`config.mk`:
```
export PLATFORM = sky130hd
export DESIGN_NAME = trig_debounce
export DESIGN_NICKNAME = d
export VERILOG_FILES = /design/src/hdl/ks_pkg.sv /design/src/hdl/trig_debounce.sv
export SDC_FILE = /design/constraint.sdc
export NUM_CORES = 1
export LEC_CHECK = 0
export BUFFER_PORTS_ARGS = -buffer_cell sky130_fd_sc_hd__buf_2
export CORE_AREA = 8 8 45 47
export CTS_CLUSTER_DIAMETER = 80
export DETAILED_ROUTE_END_ITERATION = 7
export DIE_AREA = 0 0 53 55
export PLACE_DENSITY_LB_ADDON = 0.05
export SLEW_MARGIN = 20
export SYNTH_ARGS = -nofsm -noshare
export SYNTH_HDL_FRONTEND = slang
export SYNTH_SLANG_ARGS = --single-unit
```
`constraint.sdc`:
```
create_clock -name a_clk -period 1.2 [get_ports a_clk]
set_input_delay 0.3 -clock a_clk [delete_from_list [all_inputs] [get_ports a_clk]]
set_output_delay 0.3 -clock a_clk [all_outputs]
set_load 0.005 [all_outputs]
```
`src/hdl/ks_pkg.sv`:
```
`default_nettype none

package ks_pkg;

	localparam int SAMPLE_W  = 24;
	localparam int ADDR_W    = 11;
	localparam int FILT_W    = 3;
	localparam int RAM_DEPTH = 1 << ADDR_W;

	typedef logic signed [SAMPLE_W-1:0] sample_t; // audio sample
	typedef logic [ADDR_W-1:0]          addr_t;   // delay line address or length
	typedef logic [FILT_W-1:0]          filt_sel_t;

	typedef enum logic [1:0]
	{
		VOICE_IDLE,
		VOICE_BURST,
		VOICE_RING
	} voice_state_t;

	localparam addr_t MIN_DELAY_LEN = 11'd2;

	// counter width, all ones = 4 stable cycles
	localparam int DEBOUNCE_CYCLES = 2;

	// x^24 + x^23 + x^22 + x^17 + 1
	localparam logic [SAMPLE_W-1:0] LFSR_TAPS = 24'hE10000;

	localparam filt_sel_t FILT_BYPASS = 3'd0;
	localparam filt_sel_t FILT_AVG2   = 3'd1;
	localparam filt_sel_t FILT_AVG3   = 3'd2;
	localparam filt_sel_t FILT_INV    = 3'd3;

endpackage

`default_nettype wire
```
`src/hdl/trig_debounce.sv`:
```
`timescale 1ns/100ps
`default_nettype none

module trig_debounce
	import ks_pkg::*;
(
	input  logic a_clk,
	input  logic reset_n,
	input  logic trig,
	output logic pluck
);

	logic                       trig_sync_0;
	logic                       trig_sync_1;
	logic                       trig_level;  // accepted level
	logic [DEBOUNCE_CYCLES-1:0] stable_cnt;
	logic                       level_diff;
	logic                       cnt_full;

	assign level_diff = (trig_sync_1 != trig_level);
	assign cnt_full   = &stable_cnt;

	always_ff @(posedge a_clk)
	begin
		if (reset_n)
		begin
			trig_sync_0 <= 1'b0;
			trig_sync_1 <= 1'b0;
		end
		else
		begin
			trig_sync_0 <= trig;
			trig_sync_1 <= trig_sync_0;
		end
	end

	always_ff @(posedge a_clk)
	begin
		if (reset_n)
		begin
			stable_cnt <= '0;
			trig_level <= 1'b0;
			pluck      <= 1'b0;
		end
		else
		begin
			pluck <= 1'b0;
			if (!level_diff)
			begin
				stable_cnt <= '0; // level back, start over
			end
			else if (cnt_full)
			begin
				stable_cnt <= '0;
				trig_level <= ~trig_level;
				pluck      <= ~trig_level; // rising edge only
			end
			else
			begin
				stable_cnt <= stable_cnt + 1'b1;
			end
		end
	end

endmodule

`default_nettype wire

```
==> qor.tcl <==
set qor(critPathRequiredTime_ns) 1.33
set qor(p_per_area_nw_per_um2) 1520
set qor(grt_pass1_vias) 120
set qor(n_fill_cell) 154
set qor(timing.critical_path.buf_inv) 0
set qor(synth_cell_types) 9
set qor(finalMaxSlewViolations) 0
set qor(route.vias.total) 123
set qor(cts.hold.buffers_added) 0
set qor(path_cells) {ha_1, mux2i_1, nor2_1}
set qor(largest_vdd_supply_drop_mv) 0.482
set qor(die_height_um) 55
set qor(register_to_register_setup_slack_ns) 0.26
set qor(setup_violations) 0
set qor(launching_element_type_of_the_critical_path) {flip-flop}
set qor(clock_sinks) 6
set qor(cpMaxStageDelayCell) {sky130_fd_sc_hd__dfxtp_1}
set qor(synth.yosys.warnings) 0
set qor(pin_count) 4
set qor(die_w_um) 53
set qor(grt_util_all_layers) 0.0257
set qor(num_rows) 14
set qor(syn-cell-area_um2) 201
set qor(htree_levels) 1
set qor(hp-class) {primary input to flip-flop}
set qor(path_clk_slew_ns) 0.04
set qor(syn-num-nets) 19
set qor(tns_ns) 0
set qor(antennaDiodeCount) 0
set qor(timing.hold.worst_endpoint) {trig_sync_0}
set qor(post_route_cells_drive_above_1_share) 0.381
set qor(drtPass1Iterations) 1
set qor(min_period_ns) 0.939
set qor(timing.hold.worst_path_depth) 2
set qor(number_of_antenna_violations_at_the_first_check_in_global_routing) 0
set qor(post_cts_resized) 0
set qor(nets) 27
set qor(detail_route.vias_per_cell) 3.32
set qor(post-layout-total-power_uw) 393
set qor(dieArea_um2) 2920
set qor(postCtsSetupRepairBufs) 0
set qor(cts_buffers) 3
set qor(outcome) {finished clean}
set qor(globalplace.congestion) 0.584
set qor(grt_overflow) 0
set qor(drt_iter0_drc) 0
set qor(max_slew_margin) 0.847
set qor(ys_seq_elements) 6
set qor(clock_insertion_delay_worst_skew_ns) 0.24
set qor(cts_root_buffer) {sky130_fd_sc_hd__clkbuf_4}
set qor(grt_start_max_net_pins) 7
set qor(fmaxAchievable_ghz) 1.06
set qor(postSynthAreaPerCell_um2) 13.4
set qor(reg2reg_to) {trig_level}
set qor(power.static_leakage_nw) 0.101
set qor(multi_input_area_um2) 81.3
set qor(path_max_fanout) 4
set qor(timing.final.hold_violations) 0
set qor(worst_pin_slew_ns) 0.228
set qor(grt_pass1_wl_um) 469
set qor(core_area_um2) 1380
set qor(r2r.worst_path.cells) 3
set qor(final_common_cell) {sky130_fd_sc_hd__dfxtp_1}
set qor(wire_per_inst_um) 8.27
set qor(timing_worst_setup_path_type) {flip-flop to flip-flop}
set qor(maxCapViolations) 0
set qor(worstReg2RegStart) {stable_cnt[0]}
set qor(fin_worst_skew_ns) 0.00414
set qor(post_synth_inst_count) 15
set qor(initial_core_util) 0.146
set qor(rsz0062_at_grt) {no}
set qor(cpPeakStageDelay_ns) 0.33
set qor(areaGrowthSynthToFinish_pct) 28.6
set qor(crit_arrival_ns) 1.07
set qor(period_share) 0.782
set qor(area.sequential_um2) 120
set qor(critical-path-top-delay-family) {flip-flops}
set qor(layout.cells.most_common_list) {sky130_fd_sc_hd__dfxtp_1, sky130_fd_sc_hd__clkbuf_4, sky130_fd_sc_hd__buf_2}
set qor(detail_route.wirelength_um) 306
set qor(drc_errors) 0
set qor(cts_tree) {yes}
set qor(max-clock-path-buffers) 2
set qor(synth-seq-area-share) 0.596
set qor(portBuffers) 3
set qor(timing.hold.worst.start) {trig}
set qor(detail-route-antenna-nets) 0
set qor(setup.worst_path.end_class) {flip-flop}
set qor(hpwl_um) 249
## flip-flops by register name, indices dropped and copies added (netlist names)
| name | count |
|---|---|
| pluck | 1 |
| stable_cnt | 2 |
| trig_sync_0 | 1 |
| trig_level | 1 |
| trig_sync_1 | 1 |
## worst reg2reg max path: stages (launching register included)
cell and delay, ns:
sky130_fd_sc_hd__dfxtp_1 0.33, sky130_fd_sc_hd__ha_1 0.25, sky130_fd_sc_hd__mux2i_1 0.20, sky130_fd_sc_hd__nor2_1 0.05
## metrics by stage
step | hold WS [ns] | area, um^2 | cells | worst slack [ns] | utilization
after CTS | 0.267 | 259 | 37 | 0.250 | 0.187
final | 0.278 | 259 | 37 | 0.261 | 0.187
after global placement | 0.423 | 236 | 34 | 0.273 | 0.171
after global routing | 0.274 | 259 | 37 | 0.175 | 0.187
after floorplan | 0.372 | 201 | 15 | 0.335 | -
after detailed placement | 0.428 | 236 | 34 | 0.257 | 0.171
## how the worst max path moves through the flow
stage	from	to	slack, ns	depth (start not counted)
3_3_place_gp	stable_cnt[0]	trig_level	0.27	3
2_1_floorplan	stable_cnt[0]	trig_level	0.34	3
6_report	stable_cnt[0]	trig_level	0.26	3
4_1_cts	pluck	pluck	0.25	1
5_1_grt	stable_cnt[0]	stable_cnt[0]	0.17	2
3_5_place_dp	stable_cnt[0]	trig_level	0.26	3
## Yosys cell counts, drive strengths merged
master	instances	share of area
mux2i	1	0.050
ha	1	0.062
and4bb	1	0.062
nor4b	1	0.075
nor4	1	0.031
nor2b	2	0.062
nor2	1	0.019
dfxtp	6	0.60
xnor2	1	0.043
## power breakdown
group | internal [mW] | switching (mW) | total [mW]
combinational | 0.00607 | 0.00527 | 0.0113
sequential | 0.204 | 0.00203 | 0.206
clock | 0.112 | 0.0629 | 0.175
total | 0.323 | 0.0702 | 0.393
## metal layers
layer  vias to the layer above  part of all wire  global-route usage
li1                         67                 -                   -
met3                         0             0.098              0.0267
met5                         -                 0                   0
met4                         0                 0              0.0259
met1                        52              0.51              0.0243
met2                         4              0.39              0.0293
## cells by family after synthesis
kind of cell | count (synthesis) | synth area share
flops | 6 | 0.596
xor+xnor | 1 | 0.0435
mux | 1 | 0.0497
fa+ha+maj | 1 | 0.0621
simple gates | 6 | 0.248
## cell type report
| class | instances | share of cell area |
|---|---|---|
| flip-flops and latches | 6 | 0.464 |
| multi-input cells | 9 | 0.314 |
| clock buffers | 3 | 0.0870 |
| well taps | 16 | 0.0773 |
| repair buffers | 3 | 0.0580 |
No activity file was read; power rests on OpenSTA's default activity.
