`config.mk`:
```
export PLATFORM = sky130hd
export DESIGN_NAME = loop_filter
export DESIGN_NICKNAME = d
export VERILOG_FILES = /design/src/hdl/ks_pkg.sv /design/src/hdl/loop_filter.sv
export SDC_FILE = /design/constraint.sdc
export NUM_CORES = 1
export LEC_CHECK = 0
export ABC_AREA = 1
export ABC_CLOCK_PERIOD_IN_PS = 3200
export BUFFER_PORTS_ARGS = -buffer_cell sky130_fd_sc_hd__buf_2
export CORE_MARGIN = 5
export CORE_UTILIZATION = 35
export DETAILED_ROUTE_END_ITERATION = 10
export PLACE_DENSITY = 0.54
export RECOVER_POWER = 100
export SLEW_MARGIN = 20
export SYNTH_ARGS = -nofsm -noshare
export SYNTH_HDL_FRONTEND = slang
export SYNTH_SLANG_ARGS = --single-unit
```
`constraint.sdc`:
```
create_clock -name a_clk -period 3.2 [get_ports a_clk]
set_input_delay 0.16 -clock a_clk [delete_from_list [all_inputs] [get_ports a_clk]]
set_output_delay 0.16 -clock a_clk [all_outputs]
set_load 0.005 [all_outputs]
```
`src/hdl/ks_pkg.sv`:
```
`default_nettype none

package ks_pkg;

	localparam int SAMPLE_W  = 24;
	localparam int ADDR_W    = 11;
	localparam int FILT_W    = 3;
	localparam int RAM_DEPTH = 1 << ADDR_W;

	typedef logic signed [SAMPLE_W-1:0] sample_t; // audio sample
	typedef logic [ADDR_W-1:0]          addr_t;   // delay line address or length
	typedef logic [FILT_W-1:0]          filt_sel_t;

	typedef enum logic [1:0]
	{
		VOICE_IDLE,
		VOICE_BURST,
		VOICE_RING
	} voice_state_t;

	localparam addr_t MIN_DELAY_LEN = 11'd2;

	// counter width, all ones = 4 stable cycles
	localparam int DEBOUNCE_CYCLES = 2;

	// x^24 + x^23 + x^22 + x^17 + 1
	localparam logic [SAMPLE_W-1:0] LFSR_TAPS = 24'hE10000;

	localparam filt_sel_t FILT_BYPASS = 3'd0;
	localparam filt_sel_t FILT_AVG2   = 3'd1;
	localparam filt_sel_t FILT_AVG3   = 3'd2;
	localparam filt_sel_t FILT_INV    = 3'd3;

endpackage

`default_nettype wire
```
`src/hdl/loop_filter.sv`:
```
`timescale 1ns/100ps
`default_nettype none

module loop_filter
	import ks_pkg::*;
(
	input  logic      a_clk,
	input  logic      reset_n,
	input  filt_sel_t mode,
	input  sample_t   din,
	output sample_t   dout
);

	localparam int SUM2_W = SAMPLE_W + 1;
	localparam int SUM3_W = SAMPLE_W + 2;

	sample_t                   x1;
	sample_t                   x2;
	logic signed [SUM2_W-1:0]  sum2;
	logic signed [SUM3_W-1:0]  sum3;
	sample_t                   avg2;
	sample_t                   avg3;
	sample_t                   filt_y;

	assign sum2 = SUM2_W'(din) + SUM2_W'(x1);
	assign sum3 = SUM3_W'(din) + (SUM3_W'(x1) <<< 1) + SUM3_W'(x2);

	assign avg2 = sample_t'(sum2 >>> 1);
	assign avg3 = sample_t'(sum3 >>> 2); // 1-2-1 kernel

	always_comb
	begin
		case (mode)
			FILT_BYPASS:
			begin
				filt_y = din;
			end
			FILT_AVG2:
			begin
				filt_y = avg2;
			end
			FILT_AVG3:
			begin
				filt_y = avg3;
			end
			FILT_INV:
			begin
				filt_y = -avg2; // odd harmonics only
			end
			default:
			begin
				filt_y = avg2;
			end
		endcase
	end

	always_ff @(posedge a_clk)
	begin
		if (reset_n)
		begin
			x1   <= '0;
			x2   <= '0;
			dout <= '0;
		end
		else
		begin
			x1   <= din;
			x2   <= x1;
			dout <= filt_y;
		end
	end

endmodule

`default_nettype wire

```
==> flow_metrics.tcl <==
set metrics [dict create \
    cts_hold_buf 0 \
    hpwl_mm 18.9 \
    grt_start_max_net_pins 55 \
    drtPass1Iterations 5 \
    synth-seq-cells 72 \
    hold_violations 0 \
    pwr-share-comb_pct 36.9 \
    seqPwrFrac_pct 32.4 \
    start_util_pct 35.7 \
    start_kind "flip-flop" \
    post_cts_buffers 0 \
    htree_levels 3 \
    fp.dieH_um 148 \
    synth_ff_type "dfxtp_1" \
    relSlewSlack_pct -75.9 \
    ant_nets 0 \
    antenna_found_initial 0 \
    reg2regPathDepth 17 \
    vias 6958 \
    switching_share_pct 39.9 \
    fin_area_mm2 0.00748 \
    synth_cell_types 35 \
    cts_tree "done" \
    die-area_mm2 0.0220 \
    io_pins 53 \
    crit_fanout 5 \
    root_buffer "clkbuf_16" \
    cp-end-kind "flip-flop" \
    wl_mm 22.5 \
    reg2reg_from "x1[1]" \
    rr_endpoint "dout[21]" \
    grt_setup_unrepaired "false" \
    grt_pass1_wl_mm 35.1 \
    internal_power_mw 1.86 \
    critPathKind "reg2reg" \
    gr-total-overflow 0 \
    r2r_setup_slack_ps 240 \
    mostFrequentLayoutCell "nand2_1" \
    synth_area_mm2 0.00670 \
    whs_path_depth 3 \
    finalCriticalPeriod_ps 2960 \
    setup_viol 0 \
    worst_pin_slew_ps 2640 \
    synth_warnings 0 \
    cts_sinks 72 \
    avgViaCountPerCell 5.07 \
    violations "capacitance limit, slew limit" \
    syn_to_final_growth_pct 11.7 \
    gp_congestion 0.941 \
    critPathArrivalTime_ps 3240 \
    outcome "finished with violations" \
    avgSynthCellArea_um2 6.22 \
    min_to "x1[2]" \
    timing.fmax_ghz 0.337 \
    drive_gt1_share_pct 8.78 \
    clock_path_buffers 2 \
    critPathRequiredTime_ps 3470 \
    fin_skew_ps 11.8 \
    cts-buffers-inserted 9 \
    pwr-share-clk_pct 30.7 \
    drt-wirelength-per-cell_um 16.4 \
    drv_slew 55 \
    switchingPower_mw 1.23 \
    num_rows 50 \
    coreArea_mm2 0.0188 \
    yosysSeqAreaShare_pct 21.5 \
    synth_edf_count 0 \
    async_flop_share_pct 0 \
    hold_path_class "in2reg" \
    ir_drop_v 0.000236 \
    syn_inst 1076 \
    dpl-instance-area_mm2 0.00726 \
    pwr_density_cell_mw_per_mm2 413 \
    totalNegativeSetupSlack_ps 0 \
    fin_nets 1236 \
    grt_use_total_pct 20.5 \
    syn-num-nets 1178 \
    maxCapViolCount 1 \
    min_from "din[2]" \
    drc 0 \
    die_w_um 148 \
    diodes 0 \
    mostFrequentLayoutCells "nand2_1 (276), inv_1 (197), nor2_1 (116)" \
    grt_pass1_vias 6446 \
    period_share_pct 92.6 \
    port_buffers 52 \
    clk_pin_slew_ps 60 \
    leakagePower_nw 3.95 \
    drt_iter0_markers 542 \
    clk_latency_ps 350 \
]
critical path: stages (launching register included):
cell and delay (ps):
dfxtp_1 450, inv_1 140, fa_1 460, inv_1 100
nand3_1 80, nand2_2 130, nand2_1 80, nand2_1 130
nand2_1 80, nand2_2 100, nand3_2 140, nor2_4 140
nand3_1 180, nor2_1 300, nand2_1 90, nand2_1 80
nand3_1 70, a21oi_1 150
power by group through the flow:
stage	registers, mW	clock network (mW)	logic, mW
detailed placement	1.02	0	1.13
finish	1.00	0.949	1.14
floorplan	1.01	0	0.789
CTS	1.00	0.964	1.14
global route	1.01	0.998	1.29
global placement	1.02	0	1.14
metal layers:
metal,wire length [um],vias up,global-route usage (%),share of wire (%)
met5,0,-,0,0
met4,351,0,5.22,1.6
met3,1190,28,1.98,5.3
met2,9820,226,31.7,44
met1,11100,3164,30.5,49
li1,-,3540,-,-
layout make-up:
cell class | instances | area (um^2)
repair buffers | 61 | 308
clock buffers | 11 | 233
flip-flops and latches | 72 | 1440
clock inverters | 5 | 33.8
multi-input cells | 789 | 4420
inverters | 201 | 754
well taps | 234 | 293
fillers | 2086 | 11300
Yosys cell counts (4+ instances only):
| cell type | n | area [um^2] |
|---|---|---|
| nor2_1 | 114 | 428 |
| nand2_2 | 11 | 68.8 |
| xor2_1 | 8 | 70.1 |
| nand2_1 | 276 | 1040 |
| dfxtp_1 | 72 | 1440 |
| clkbuf_1 | 9 | 33.8 |
| nand4_1 | 21 | 131 |
| nand3_2 | 6 | 60.1 |
| buf_1 | 4 | 15.0 |
| o211ai_1 | 4 | 30.0 |
| nor2_4 | 4 | 45.0 |
| o21bai_1 | 6 | 45.0 |
| or2_2 | 7 | 43.8 |
| nor3_1 | 9 | 45.0 |
| nand3b_1 | 5 | 37.5 |
| nor2_2 | 10 | 62.6 |
| ha_1 | 47 | 588 |
| a31oi_1 | 12 | 75.1 |
| a221oi_1 | 4 | 35.0 |
| fa_1 | 26 | 521 |
| a21oi_1 | 66 | 330 |
| inv_1 | 197 | 739 |
| nand3_1 | 68 | 340 |
| o21ai_0 | 73 | 365 |
cells by family after synthesis:
kind of cell / synth area share (%)
compound gates: 14.0
xor+xnor: 1.18
flops: 21.5
simple gates: 34.6
buf+inv: 12.2
fa+ha+maj: 16.6
through the flow:
stage	total power, mW	instances	util, %	hold WS, ps	setup WS [ps]
after detailed placement	2.15	1357	38.7	441	251
after global placement	2.16	1357	38.7	441	170
after global routing	3.30	1373	39.9	91.9	22.1
after CTS	3.10	1373	40.1	75.2	243
after floorplan	1.80	1076	-	267	769
final	3.09	1373	39.9	85.2	235
flip-flops by register name, indices dropped and copies added, names as in the netlist:
name  cells
x1       24
dout     24
x2       24
what timing repair did:
action                     in CTS  in global routing
resized for setup               0                  1
hold endpoints to repair        0                  0
setup endpoints to repair       0                  1
worst max path at each step:
stage | start | end | slack (ps) | cells after the start
2_1_floorplan | x1[0] | dout[13] | 770 | 15
3_3_place_gp | x1[0] | dout[13] | 170 | 15
3_5_place_dp | x1[0] | dout[13] | 250 | 15
4_1_cts | x1[0] | dout[13] | 240 | 15
5_1_grt | x1[1] | dout[21] | 20 | 17
6_report | x1[1] | dout[21] | 240 | 17
Note: power is estimated with default switching activity, not from simulation.
